==> src/source/chess_eval_pkg.sv <==
`default_nettype none

package chess_eval_pkg;

   // -------------------------------------------------------------------------
   // Square codes.
   // -------------------------------------------------------------------------

   localparam int PIECE_WIDTH = 4;

   // Bit 3 marks a black piece; bits 2:0 give the kind.
   typedef enum logic [PIECE_WIDTH-1:0]
   {
      EMPTY        = 4'd0,
      WHITE_PAWN   = 4'd1,
      WHITE_KNIGHT = 4'd2,
      WHITE_BISHOP = 4'd3,
      WHITE_ROOK   = 4'd4,
      WHITE_QUEEN  = 4'd5,
      WHITE_KING   = 4'd6,
      BLACK_PAWN   = 4'd9,
      BLACK_KNIGHT = 4'd10,
      BLACK_BISHOP = 4'd11,
      BLACK_ROOK   = 4'd12,
      BLACK_QUEEN  = 4'd13,
      BLACK_KING   = 4'd14
   } piece_t;

   // -------------------------------------------------------------------------
   // Material values and score words.
   // -------------------------------------------------------------------------

   localparam int VALUE_PAWN   = 100;
   localparam int VALUE_KNIGHT = 310;
   localparam int VALUE_BISHOP = 320;
   localparam int VALUE_ROOK   = 500;
   localparam int VALUE_QUEEN  = 900;
   localparam int VALUE_KING   = 10000;

   // Holds plus or minus one king.
   localparam int SCORE_WIDTH = 15;

   typedef logic signed [SCORE_WIDTH-1:0] square_score_t;

   typedef square_score_t square_scores_t [8][8];

   // Square index is rank * 8 + file, square 0 in the low nibble.
   typedef union packed
   {
      piece_t [63:0]     squares;
      piece_t [7:0][7:0] ranks;
   } board_t;

   function automatic square_score_t piece_value(piece_t piece);
      logic [PIECE_WIDTH-1:0] code;
      square_score_t          magnitude;
      code = piece;
      case (code[2:0])
         3'd1:    magnitude = square_score_t'(VALUE_PAWN);
         3'd2:    magnitude = square_score_t'(VALUE_KNIGHT);
         3'd3:    magnitude = square_score_t'(VALUE_BISHOP);
         3'd4:    magnitude = square_score_t'(VALUE_ROOK);
         3'd5:    magnitude = square_score_t'(VALUE_QUEEN);
         3'd6:    magnitude = square_score_t'(VALUE_KING);
         // Empty and the unused kinds 0 and 7.
         default: magnitude = '0;
      endcase
      return code[3] ? -magnitude : magnitude;
   endfunction

endpackage

`default_nettype wire

==> src/source/eval_ctrl_if.sv <==
`default_nettype none

// Stage enables from the sequencer to the datapath.
interface eval_ctrl_if;

   logic load_board;
   logic score_en;
   logic sum_rank_en;
   logic sum_pair_en;
   logic total_en;

   modport sequencer
   (
      output load_board,
      output score_en,
      output sum_rank_en,
      output sum_pair_en,
      output total_en
   );

   modport value_stage (input load_board, input score_en);

   modport adder (input sum_rank_en, input sum_pair_en, input total_en);

endinterface

`default_nettype wire

==> src/source/eval_sequencer.sv <==
`default_nettype none

module eval_sequencer
(
   input  logic              clk,
   input  logic              reset,
   input  logic              board_valid,
   input  logic              clear_eval,
   eval_ctrl_if.sequencer    ctrl,
   output logic              eval_valid
);

   localparam logic [2:0] ST_IDLE     = 3'd0;
   localparam logic [2:0] ST_SCORE    = 3'd1;
   localparam logic [2:0] ST_SUM_RANK = 3'd2;
   localparam logic [2:0] ST_SUM_PAIR = 3'd3;
   localparam logic [2:0] ST_DONE     = 3'd4;

   logic [2:0] state;
   logic       load_board;
   logic       total_en;

   // -------------------------------------------------------------------------
   // Stage strobes, one cycle each.
   // -------------------------------------------------------------------------

   // The board is taken at the same edge that sees board_valid.
   assign load_board = (state == ST_IDLE) && board_valid;

   // First cycle of DONE only; eval_valid marks that the total is in.
   assign total_en = (state == ST_DONE) && !eval_valid;

   assign ctrl.load_board  = load_board;
   assign ctrl.score_en    = (state == ST_SCORE);
   assign ctrl.sum_rank_en = (state == ST_SUM_RANK);
   assign ctrl.sum_pair_en = (state == ST_SUM_PAIR);
   assign ctrl.total_en    = total_en;

   // -------------------------------------------------------------------------
   // State machine.
   // -------------------------------------------------------------------------

   always_ff @(posedge clk)
   begin
      if (reset)
      begin
         state      <= ST_IDLE;
         eval_valid <= 1'b0;
      end
      else
      begin
         case (state)
            ST_IDLE:
            begin
               if (load_board)
               begin
                  state <= ST_SCORE;
               end
            end
            ST_SCORE:
            begin
               state <= ST_SUM_RANK;
            end
            ST_SUM_RANK:
            begin
               state <= ST_SUM_PAIR;
            end
            ST_SUM_PAIR:
            begin
               state <= ST_DONE;
            end
            ST_DONE:
            begin
               // Result is held until the host clears it.
               if (total_en)
               begin
                  eval_valid <= 1'b1;
               end
               else if (clear_eval)
               begin
                  state      <= ST_IDLE;
                  eval_valid <= 1'b0;
               end
            end
            default:
            begin
               state      <= ST_IDLE;
               eval_valid <= 1'b0;
            end
         endcase
      end
   end

endmodule

`default_nettype wire

==> src/source/square_value_stage.sv <==
`default_nettype none

module square_value_stage
(
   input  logic                           clk,
   input  chess_eval_pkg::board_t         board_in,
   eval_ctrl_if.value_stage               ctrl,
   output chess_eval_pkg::square_scores_t scores
);

   chess_eval_pkg::board_t board;

   // -------------------------------------------------------------------------
   // Board capture.
   // -------------------------------------------------------------------------

   always_ff @(posedge clk)
   begin
      if (ctrl.load_board)
      begin
         board <= board_in;
      end
   end

   // -------------------------------------------------------------------------
   // Material score of every square, all in parallel.
   // -------------------------------------------------------------------------

   always_ff @(posedge clk)
   begin
      if (ctrl.score_en)
      begin
         for (int r = 0; r < 8; r++)
         begin
            for (int f = 0; f < 8; f++)
            begin
               scores[r][f] <= chess_eval_pkg::piece_value(board.squares[r * 8 + f]);
            end
         end
      end
   end

endmodule

`default_nettype wire

==> src/source/score_adder_tree.sv <==
`default_nettype none

module score_adder_tree
#(
   parameter int EVAL_WIDTH = 22
)
(
   input  logic                                  clk,
   input  chess_eval_pkg::square_scores_t        scores,
   eval_ctrl_if.adder                            ctrl,
   output logic signed [EVAL_WIDTH-1:0]          eval
);

   // Half-rank sums, indexed by rank and half.
   logic signed [EVAL_WIDTH-1:0] sum_rank [8][2];

   // Two-rank sums.
   logic signed [EVAL_WIDTH-1:0] sum_pair [4];

   // -------------------------------------------------------------------------
   // Level 1: four squares per half rank.
   // -------------------------------------------------------------------------

   always_ff @(posedge clk)
   begin
      if (ctrl.sum_rank_en)
      begin
         for (int r = 0; r < 8; r++)
         begin
            for (int h = 0; h < 2; h++)
            begin
               // Widen before adding so the sign is carried.
               sum_rank[r][h] <= EVAL_WIDTH'(scores[r][4 * h + 0])
                               + EVAL_WIDTH'(scores[r][4 * h + 1])
                               + EVAL_WIDTH'(scores[r][4 * h + 2])
                               + EVAL_WIDTH'(scores[r][4 * h + 3]);
            end
         end
      end
   end

   // -------------------------------------------------------------------------
   // Level 2: two ranks per sum.
   // -------------------------------------------------------------------------

   always_ff @(posedge clk)
   begin
      if (ctrl.sum_pair_en)
      begin
         for (int p = 0; p < 4; p++)
         begin
            sum_pair[p] <= sum_rank[2 * p][0] + sum_rank[2 * p][1]
                         + sum_rank[2 * p + 1][0] + sum_rank[2 * p + 1][1];
         end
      end
   end

   // -------------------------------------------------------------------------
   // Level 3: board total.
   // -------------------------------------------------------------------------

   always_ff @(posedge clk)
   begin
      if (ctrl.total_en)
      begin
         eval <= sum_pair[0] + sum_pair[1] + sum_pair[2] + sum_pair[3];
      end
   end

endmodule

`default_nettype wire

==> src/source/material_eval_top.sv <==
`default_nettype none

module material_eval_top
#(
   // At least 21 bits, for 64 kings.
   parameter int EVAL_WIDTH = 22
)
(
   input  logic                                       clk,
   input  logic                                       reset,
   input  logic                                       board_valid,
   input  logic [64*chess_eval_pkg::PIECE_WIDTH-1:0]  board_in,
   input  logic                                       clear_eval,
   output logic signed [EVAL_WIDTH-1:0]               eval,
   output logic                                       eval_valid
);

   localparam int PW = chess_eval_pkg::PIECE_WIDTH;

   chess_eval_pkg::board_t         board;
   chess_eval_pkg::square_scores_t scores;

   eval_ctrl_if ctrl ();

   // -------------------------------------------------------------------------
   // Flat board port onto ranks and files.
   // -------------------------------------------------------------------------

   always_comb
   begin
      for (int r = 0; r < 8; r++)
      begin
         for (int f = 0; f < 8; f++)
         begin
            board.ranks[r][f] = chess_eval_pkg::piece_t'(board_in[(r * 8 + f) * PW +: PW]);
         end
      end
   end

   // -------------------------------------------------------------------------
   // Control and datapath.
   // -------------------------------------------------------------------------

   eval_sequencer seq0
   (
      .clk         (clk),
      .reset       (reset),
      .board_valid (board_valid),
      .clear_eval  (clear_eval),
      .ctrl        (ctrl),
      .eval_valid  (eval_valid)
   );

   square_value_stage value0
   (
      .clk      (clk),
      .board_in (board),
      .ctrl     (ctrl),
      .scores   (scores)
   );

   score_adder_tree #(.EVAL_WIDTH(EVAL_WIDTH)) adder0
   (
      .clk    (clk),
      .scores (scores),
      .ctrl   (ctrl),
      .eval   (eval)
   );

endmodule

`default_nettype wire

==> config.mk <==
export PLATFORM = sky130hd
export DESIGN_NAME = material_eval_top
export DESIGN_NICKNAME = d
export VERILOG_FILES = /design/src/source/chess_eval_pkg.sv /design/src/source/eval_ctrl_if.sv /design/src/source/eval_sequencer.sv /design/src/source/square_value_stage.sv /design/src/source/score_adder_tree.sv /design/src/source/material_eval_top.sv
export SDC_FILE = /design/constraint.sdc
export NUM_CORES = 2
export LEC_CHECK = 0
export ABC_CLOCK_PERIOD_IN_PS = 179500
export BUFFER_PORTS_ARGS = -buffer_cell sky130_fd_sc_hd__clkbuf_2
export CAP_MARGIN = 10
export CORE_ASPECT_RATIO = 0.7
export CORE_MARGIN = 3
export CORE_UTILIZATION = 54
export CTS_CLUSTER_SIZE = 14
export DETAILED_ROUTE_END_ITERATION = 10
export PLACE_DENSITY = 0.72
export SLEW_MARGIN = 10
export SYNTH_ARGS = -nofsm -noshare
export SYNTH_HDL_FRONTEND = slang
export SYNTH_SLANG_ARGS = --single-unit
==> constraint.sdc <==
create_clock -name clk -period 179.5 [get_ports clk]
set_input_delay 35.9 -clock clk [delete_from_list [all_inputs] [get_ports clk]]
set_output_delay 35.9 -clock clk [all_outputs]
set_load 0.005 [all_outputs]
# [Yosys cells after proc, flatten, opt, wreduce, memory -nomap -nowiden]
# Memories as Yosys holds them, arrays and structs flattened.
# Index checks and enable logic that the tools add are counted.
[word_totals] memories=2 out_inout_bits=23 regBits=1242 ram_bits=440 in_bits=260
[memory_table] memory="adder0.sum_rank" words=8 width=44 rd=8 rd_clocked_by_memory_dff=0 wr=8 line_no="score_adder_tree.sv:15" text="logic signed [EVAL_WIDTH-1:0] sum_rank [8][2];"
[memory_table] memory="adder0.sum_pair" words=4 width=22 rd=4 rd_clocked_by_memory_dff=0 wr=4 line_no="score_adder_tree.sv:18" text="logic signed [EVAL_WIDTH-1:0] sum_pair [4];"
[op_classes] n_mux=203 addsub=127 n_reduce_logical=7 n_eq_ne=392 bitwise=1
[ops] cell="one-hot mux 14 bit (6 select lines)" count=64
[ops] cell="2-to-1 mux 15 bit" count=128
[ops] cell="negation 15 bit" count=64
[ops] cell="== test 3 bit (second input constant)" count=193
[ops] cell="== test 3 x 2 -> 1 bit (second input constant)" count=130
[ops] cell="adder 22 x 15 -> 22 bit" count=16
[ops] cell="adder 22 bit" count=15
[ops] cell="adder 16 x 15 -> 17 bit" count=16
[ops] cell="adder 15 x 15 -> 16 bit" count=16
[ops] cell="== test 3 x 1 -> 1 bit (second input constant)" count=65
[ops] cell="one-hot mux 3 bit (5 select lines)" count=1
[ops] cell="2-to-1 mux 3 bit" count=3
[ops] cell="2-to-1 mux 1 bit" count=6
[ops] cell="inequality test 2 bit (second input constant)" count=3
[ops] cell="OR reduction 4 bit" count=1
[ops] cell="zero test 3 bit" count=1
[ops] cell="inequality test 3 x 2 -> 1 bit (second input constant)" count=1
[ops] cell="AND reduction 3 bit" count=1
[ops] cell="logical AND 1 bit" count=2
[ops] cell="one-hot mux 1 bit (2 select lines)" count=1
[ops] cell="AND reduction 2 bit" count=1
[ops] cell="zero test 1 bit" count=1
[ops] cell="inverter 1 bit" count=1

# [Logic depth before layout (Yosys ltp)]
[logic_depth] ltp_word=5 ltp_mapped=20 mapped_depth_nobuf=20

# [Cells and area by module]
# A second synthesis with hierarchy kept.
[hier_totals] cells_unflattened=9608 hier_area_um2=104452.7
[modules_own_cells] module="square_value_stage" instances=1 area_each_um2=57924.3 cells_per_inst=4931
[modules_own_cells] module="score_adder_tree" instances=1 area_each_um2=46345.7 cells_per_inst=4658
[modules_own_cells] module="eval_sequencer" instances=1 area_each_um2=182.7 cells_per_inst=19

# [Least setup slack after synthesis]
# Ideal clock, no wire load.
[synth_path] path_kind="reg-to-reg" start="reg seq0.state[1]" end="reg value0.scores[100] (netlist name)" slack_ns=111.037 arrival_ns=65.021 period_less_slack_ns=68.463 path_stages_with_launch=3 path_cell_list="dfxtp_1 -> clkbuf_1 -> nor3b_1"
[synth_between] elab_chain_cells=1
[synth_rtl] element="start, declared" line_no="eval_sequencer.sv:19" text="logic [2:0] state;"
[synth_rtl] element="start signal, assigned" line_no="eval_sequencer.sv:47" text="state <= ST_IDLE;"
[synth_rtl] element="start signal, assigned" line_no="eval_sequencer.sv:57" text="state <= ST_SCORE;"
[synth_rtl] element="start signal, assigned" line_no="eval_sequencer.sv:62" text="state <= ST_SUM_RANK;"
[synth_rtl] element="== test 3 x 1 -> 1 bit" line_no="eval_sequencer.sv:34" text="assign ctrl.score_en = (state == ST_SCORE);"
# Every way passes these cells.
# A chain may end at the register's enable or synchronous reset.

# [Worst setup path after layout]
[layout_path] start="in board_valid" end="reg value0.board[75] (netlist bit) (enable)"
[layout_between] elab_chain_cells=1
[layout_rtl] element="start, declared" line_no="material_eval_top.sv:11" text="input logic board_valid,"
[layout_rtl] element="logical AND 1 bit" line_no="eval_sequencer.sv:28" text="assign load_board = (state == ST_IDLE) && board_valid;"
[layout_rtl] element="named net ctrl.load_board" line_no="eval_ctrl_if.sv:6" text="logic load_board;"
[layout_rtl] element="end signal, assigned" line_no="square_value_stage.sv:21" text="board <= board_in;"
[layout_rtl] element="end, declared" line_no="square_value_stage.sv:11" text="chess_eval_pkg::board_t board;"
# The timed path passes the listed nets, and every way through them passes these cells.

==> results.ini <==
[cts]
cts_resized=0
cts_hold_buf=0
clk_pin_slew_worst_paths_ns=0.06
post_cts_buffers=0
cts_root_buf=clkbuf_16
clk_path_buf_depth=4
cts_max_level=4
cts_num_sinks=1597
clk_latency_ns=0.83
cts_tree=built
numCtsBuffers=172

[drt]
wire_per_inst_um=19.3
drtAntennaViolNets=0
via_count=70230
drt_iter0_markers=7329
dr_wl_met3_mm=18.1
top_layer=met4
drc_errors=0
viasPerCell=5.84
met1_length_mm=113
routed_wl_mm=232
wl_met2_mm=96.4
drtPass1Iterations=6

[floorplan]
dieArea_um2=196000
rows=133
ios=283
fp.dieW_um=528
die_h_um=372
start_util_pct=54.6
core_area_um2=189000

[synth]
synth.avg_cell_area_um2=11.1
synthCells=9279
synth_nets=10710
synth_warnings=0
synthesis.area_um2=103000
synth.area.top_cells=edfxtp_1, fa_1, ha_1
yosysUniqueCellTypes=96
ys_ff_latch=1597
synthArstFlopShare_pct=0
synth_edf_count=1593
synth_top_area_cell=edfxtp_1
synthDominantCellAreaShare_pct=46.4
synth_ff_type=edfxtp_1
ys_seq_area_share_pct=46.5

[placed_design]
gp_congestion=0.892
portBuffers=281
dpl.cell_count=11716
dpl.hpwl_mm=174
dpl_cell_area_um2=106000

[worst_setup_path]
r2r_start=value0.scores[318]$_SDFFCE_PN0P_
startpoint_type=input port
setup.worst_path.end=value0.board[75]$_DFFE_PP_
slowest_delay_ns=0.76
crit_chain=clkbuf_2 > nor4b_2 > buf_4 > buf_4 > buf_4
cp_slowest_cell=buf_4
crit_type=input port to flop
critPathArrivalTime_ns=38.12
cpMostUsedCell=buf_4
required_ns=179.89
reg2reg_slack_ns=174.62
end_kind=flop
crit_path_start=board_valid
crit_fanout=67
r2r-end=adder0.sum_rank[1][84]$_DFFE_PP_
ff2ff_path_depth=15

[sta]
fin_crit_ns=37.73
tns_ns=0
maxSlewHeadroom_pct=9.24
timing_hold_violations_final=0
period_share_pct=21.0
skew_ns=0.0673
max_freq_ghz=0.0265
worst_pin_slew_ns=1.36
finalMaxSlewViolations=0
setup_viol=0
rsz0062_at_grt=false

[cells_and_area]
regArea_um2=47900
syn_to_final_growth_pct=8.72
multi_input_area_um2=52500
finalInstanceArea_um2=112000
drive_gt1_share_pct=7.12
fillers=14928
final-instance-count-excl-fill=12024
layout.nets=10824
fin_util_pct=59.4

[min_path]
hold_depth=2
hp-class=flop to flop

[global_route]
grt_pass1_wl_mm=364
grtUsageTotal_pct=23.4
antenna_found_initial=3
grt_max_degree=186
grt-ovfl-total=0
grt_pass1_vias=65811

[run]
drv_cap=0

[power_and_ir_drop]
p_leak_nw=42.8
powerDensity_nw_per_um2=17.8
ir_worst_vdd_mv=0.0184

[run_status]
status=complete, no violations

[cell families (layout without fill, tap and decap cells)]
logic type                 Yosys count  count (layout)  synth area share, %
AOI/OAI and AO/OA                 2568            2568                 15.0
xor gates and xnor gates           693             693                 5.89
adders and majority gates         1171            1171                 17.5
buffers and inverters              727             973                 2.65
DFF                               1597            1597                 46.5
muxes                               69              69                0.683
other                                1               3              0.00364
and+or+nand+nor                   2453            2453                 11.7
[power breakdown]
group	switching (W)	internal, W
clock	0.000153	0.000210
combinational	0.000606	0.000439
sequential	0.0000543	0.000538
total	0.000812	0.00119
[cell usage in the layout, fill, tap and decap left out, types with 58 or more instances in the layout]
cell       count
and3_1        85
o22ai_1       59
o21a_1       108
o21bai_1      63
edfxtp_1    1593
clkbuf_16    173
nor2_1       567
a22oi_1       62
nand2b_1     251
nand2_1      671
xor2_1       249
ha_1         715
mux2i_1       58
a211oi_1      82
nor2b_1      378
a21o_1       156
o21ai_0      837
nand3_1      131
inv_1        354
fa_1         456
or3_1         59
clkbuf_2     281
nor3_1        98
xnor2_1      444
a21oi_1      756
a31oi_1       71
or2_2         62
[critical path, delay by kind of cell]
family	cells	cell delay (ns)
simple gates	1	0.18
buf+inv	4	1.84
[how the worst min path moves through the flow]
stage                                       from                          endpoint  slack [ns]
global placement    seq0.eval_valid$_SDFFE_PP0P_      seq0.eval_valid$_SDFFE_PP0P_        0.50
global route        value0.scores[421]$_DFFE_PP_  adder0.sum_rank[1][23]$_DFFE_PP_        0.57
floorplan           seq0.eval_valid$_SDFFE_PP0P_      seq0.eval_valid$_SDFFE_PP0P_        0.49
CTS                 seq0.eval_valid$_SDFFE_PP0P_      seq0.eval_valid$_SDFFE_PP0P_        0.54
detailed placement  seq0.eval_valid$_SDFFE_PP0P_      seq0.eval_valid$_SDFFE_PP0P_        0.53
finish              seq0.eval_valid$_SDFFE_PP0P_      seq0.eval_valid$_SDFFE_PP0P_        0.54
[synthesized netlist by cell type (15+ instances only)]
cell type and number:
a211o_1 24, a211oi_1 82, a21boi_0 38, a21o_1 156, a21oi_1 756, a22oi_1 62
a31oi_1 71, and2_1 29, and3_1 85, clkbuf_1 350, edfxtp_1 1593, fa_1 456
ha_1 715, inv_1 355, mux2i_1 58, nand2_1 671, nand2b_1 251, nand3_1 131
nand4_1 47, nor2_1 567, nor2b_1 378, nor3_1 98, nor3b_1 15, o211ai_1 22
o21a_1 108, o21ai_0 837, o21ai_1 47, o21bai_1 63, o22ai_1 59, o31ai_1 37
or2_2 62, or3_1 59, xnor2_1 444, xor2_1 249
[routing by layer]
metal | vias to the layer above | GRT usage, %
met4 | 0 | 4.98
met5 | - | 0
met2 | 2250 | 33.2
li1 | 34001 | -
met1 | 33689 | 37.1
met3 | 290 | 4.18
[stage by stage]
stage               hold slack [ns]  total power (W)  worst slack (ns)
finish                        0.538          0.00200            141.77
CTS                           0.540          0.00200            141.76
detailed placement            0.531          0.00163            140.91
floorplan                     0.486          0.00141            111.04
global placement              0.502          0.00160            141.07
global route                  0.566          0.00215            141.54
[flip-flops by register name, indices dropped and copies added (netlist names)]
name             count
adder0.sum_rank    336
seq0.eval_valid      1
adder0.eval         21
adder0.sum_pair     84
value0.scores      896
seq0.state           3
value0.board       256
[cell type report]
| class | count | area share (%) |
|---|---|---|
| well taps | 2497 | 2.79 |
| diodes | 2 | 0.00447 |
| clock inverters | 110 | 1.06 |
| multi-input cells | 6955 | 46.8 |
| inverters | 366 | 1.23 |
| flip-flops and latches | 1597 | 42.8 |
| clock buffers | 196 | 3.94 |
| repair buffers | 301 | 1.42 |
No activity file was read; power rests on OpenSTA's default activity.
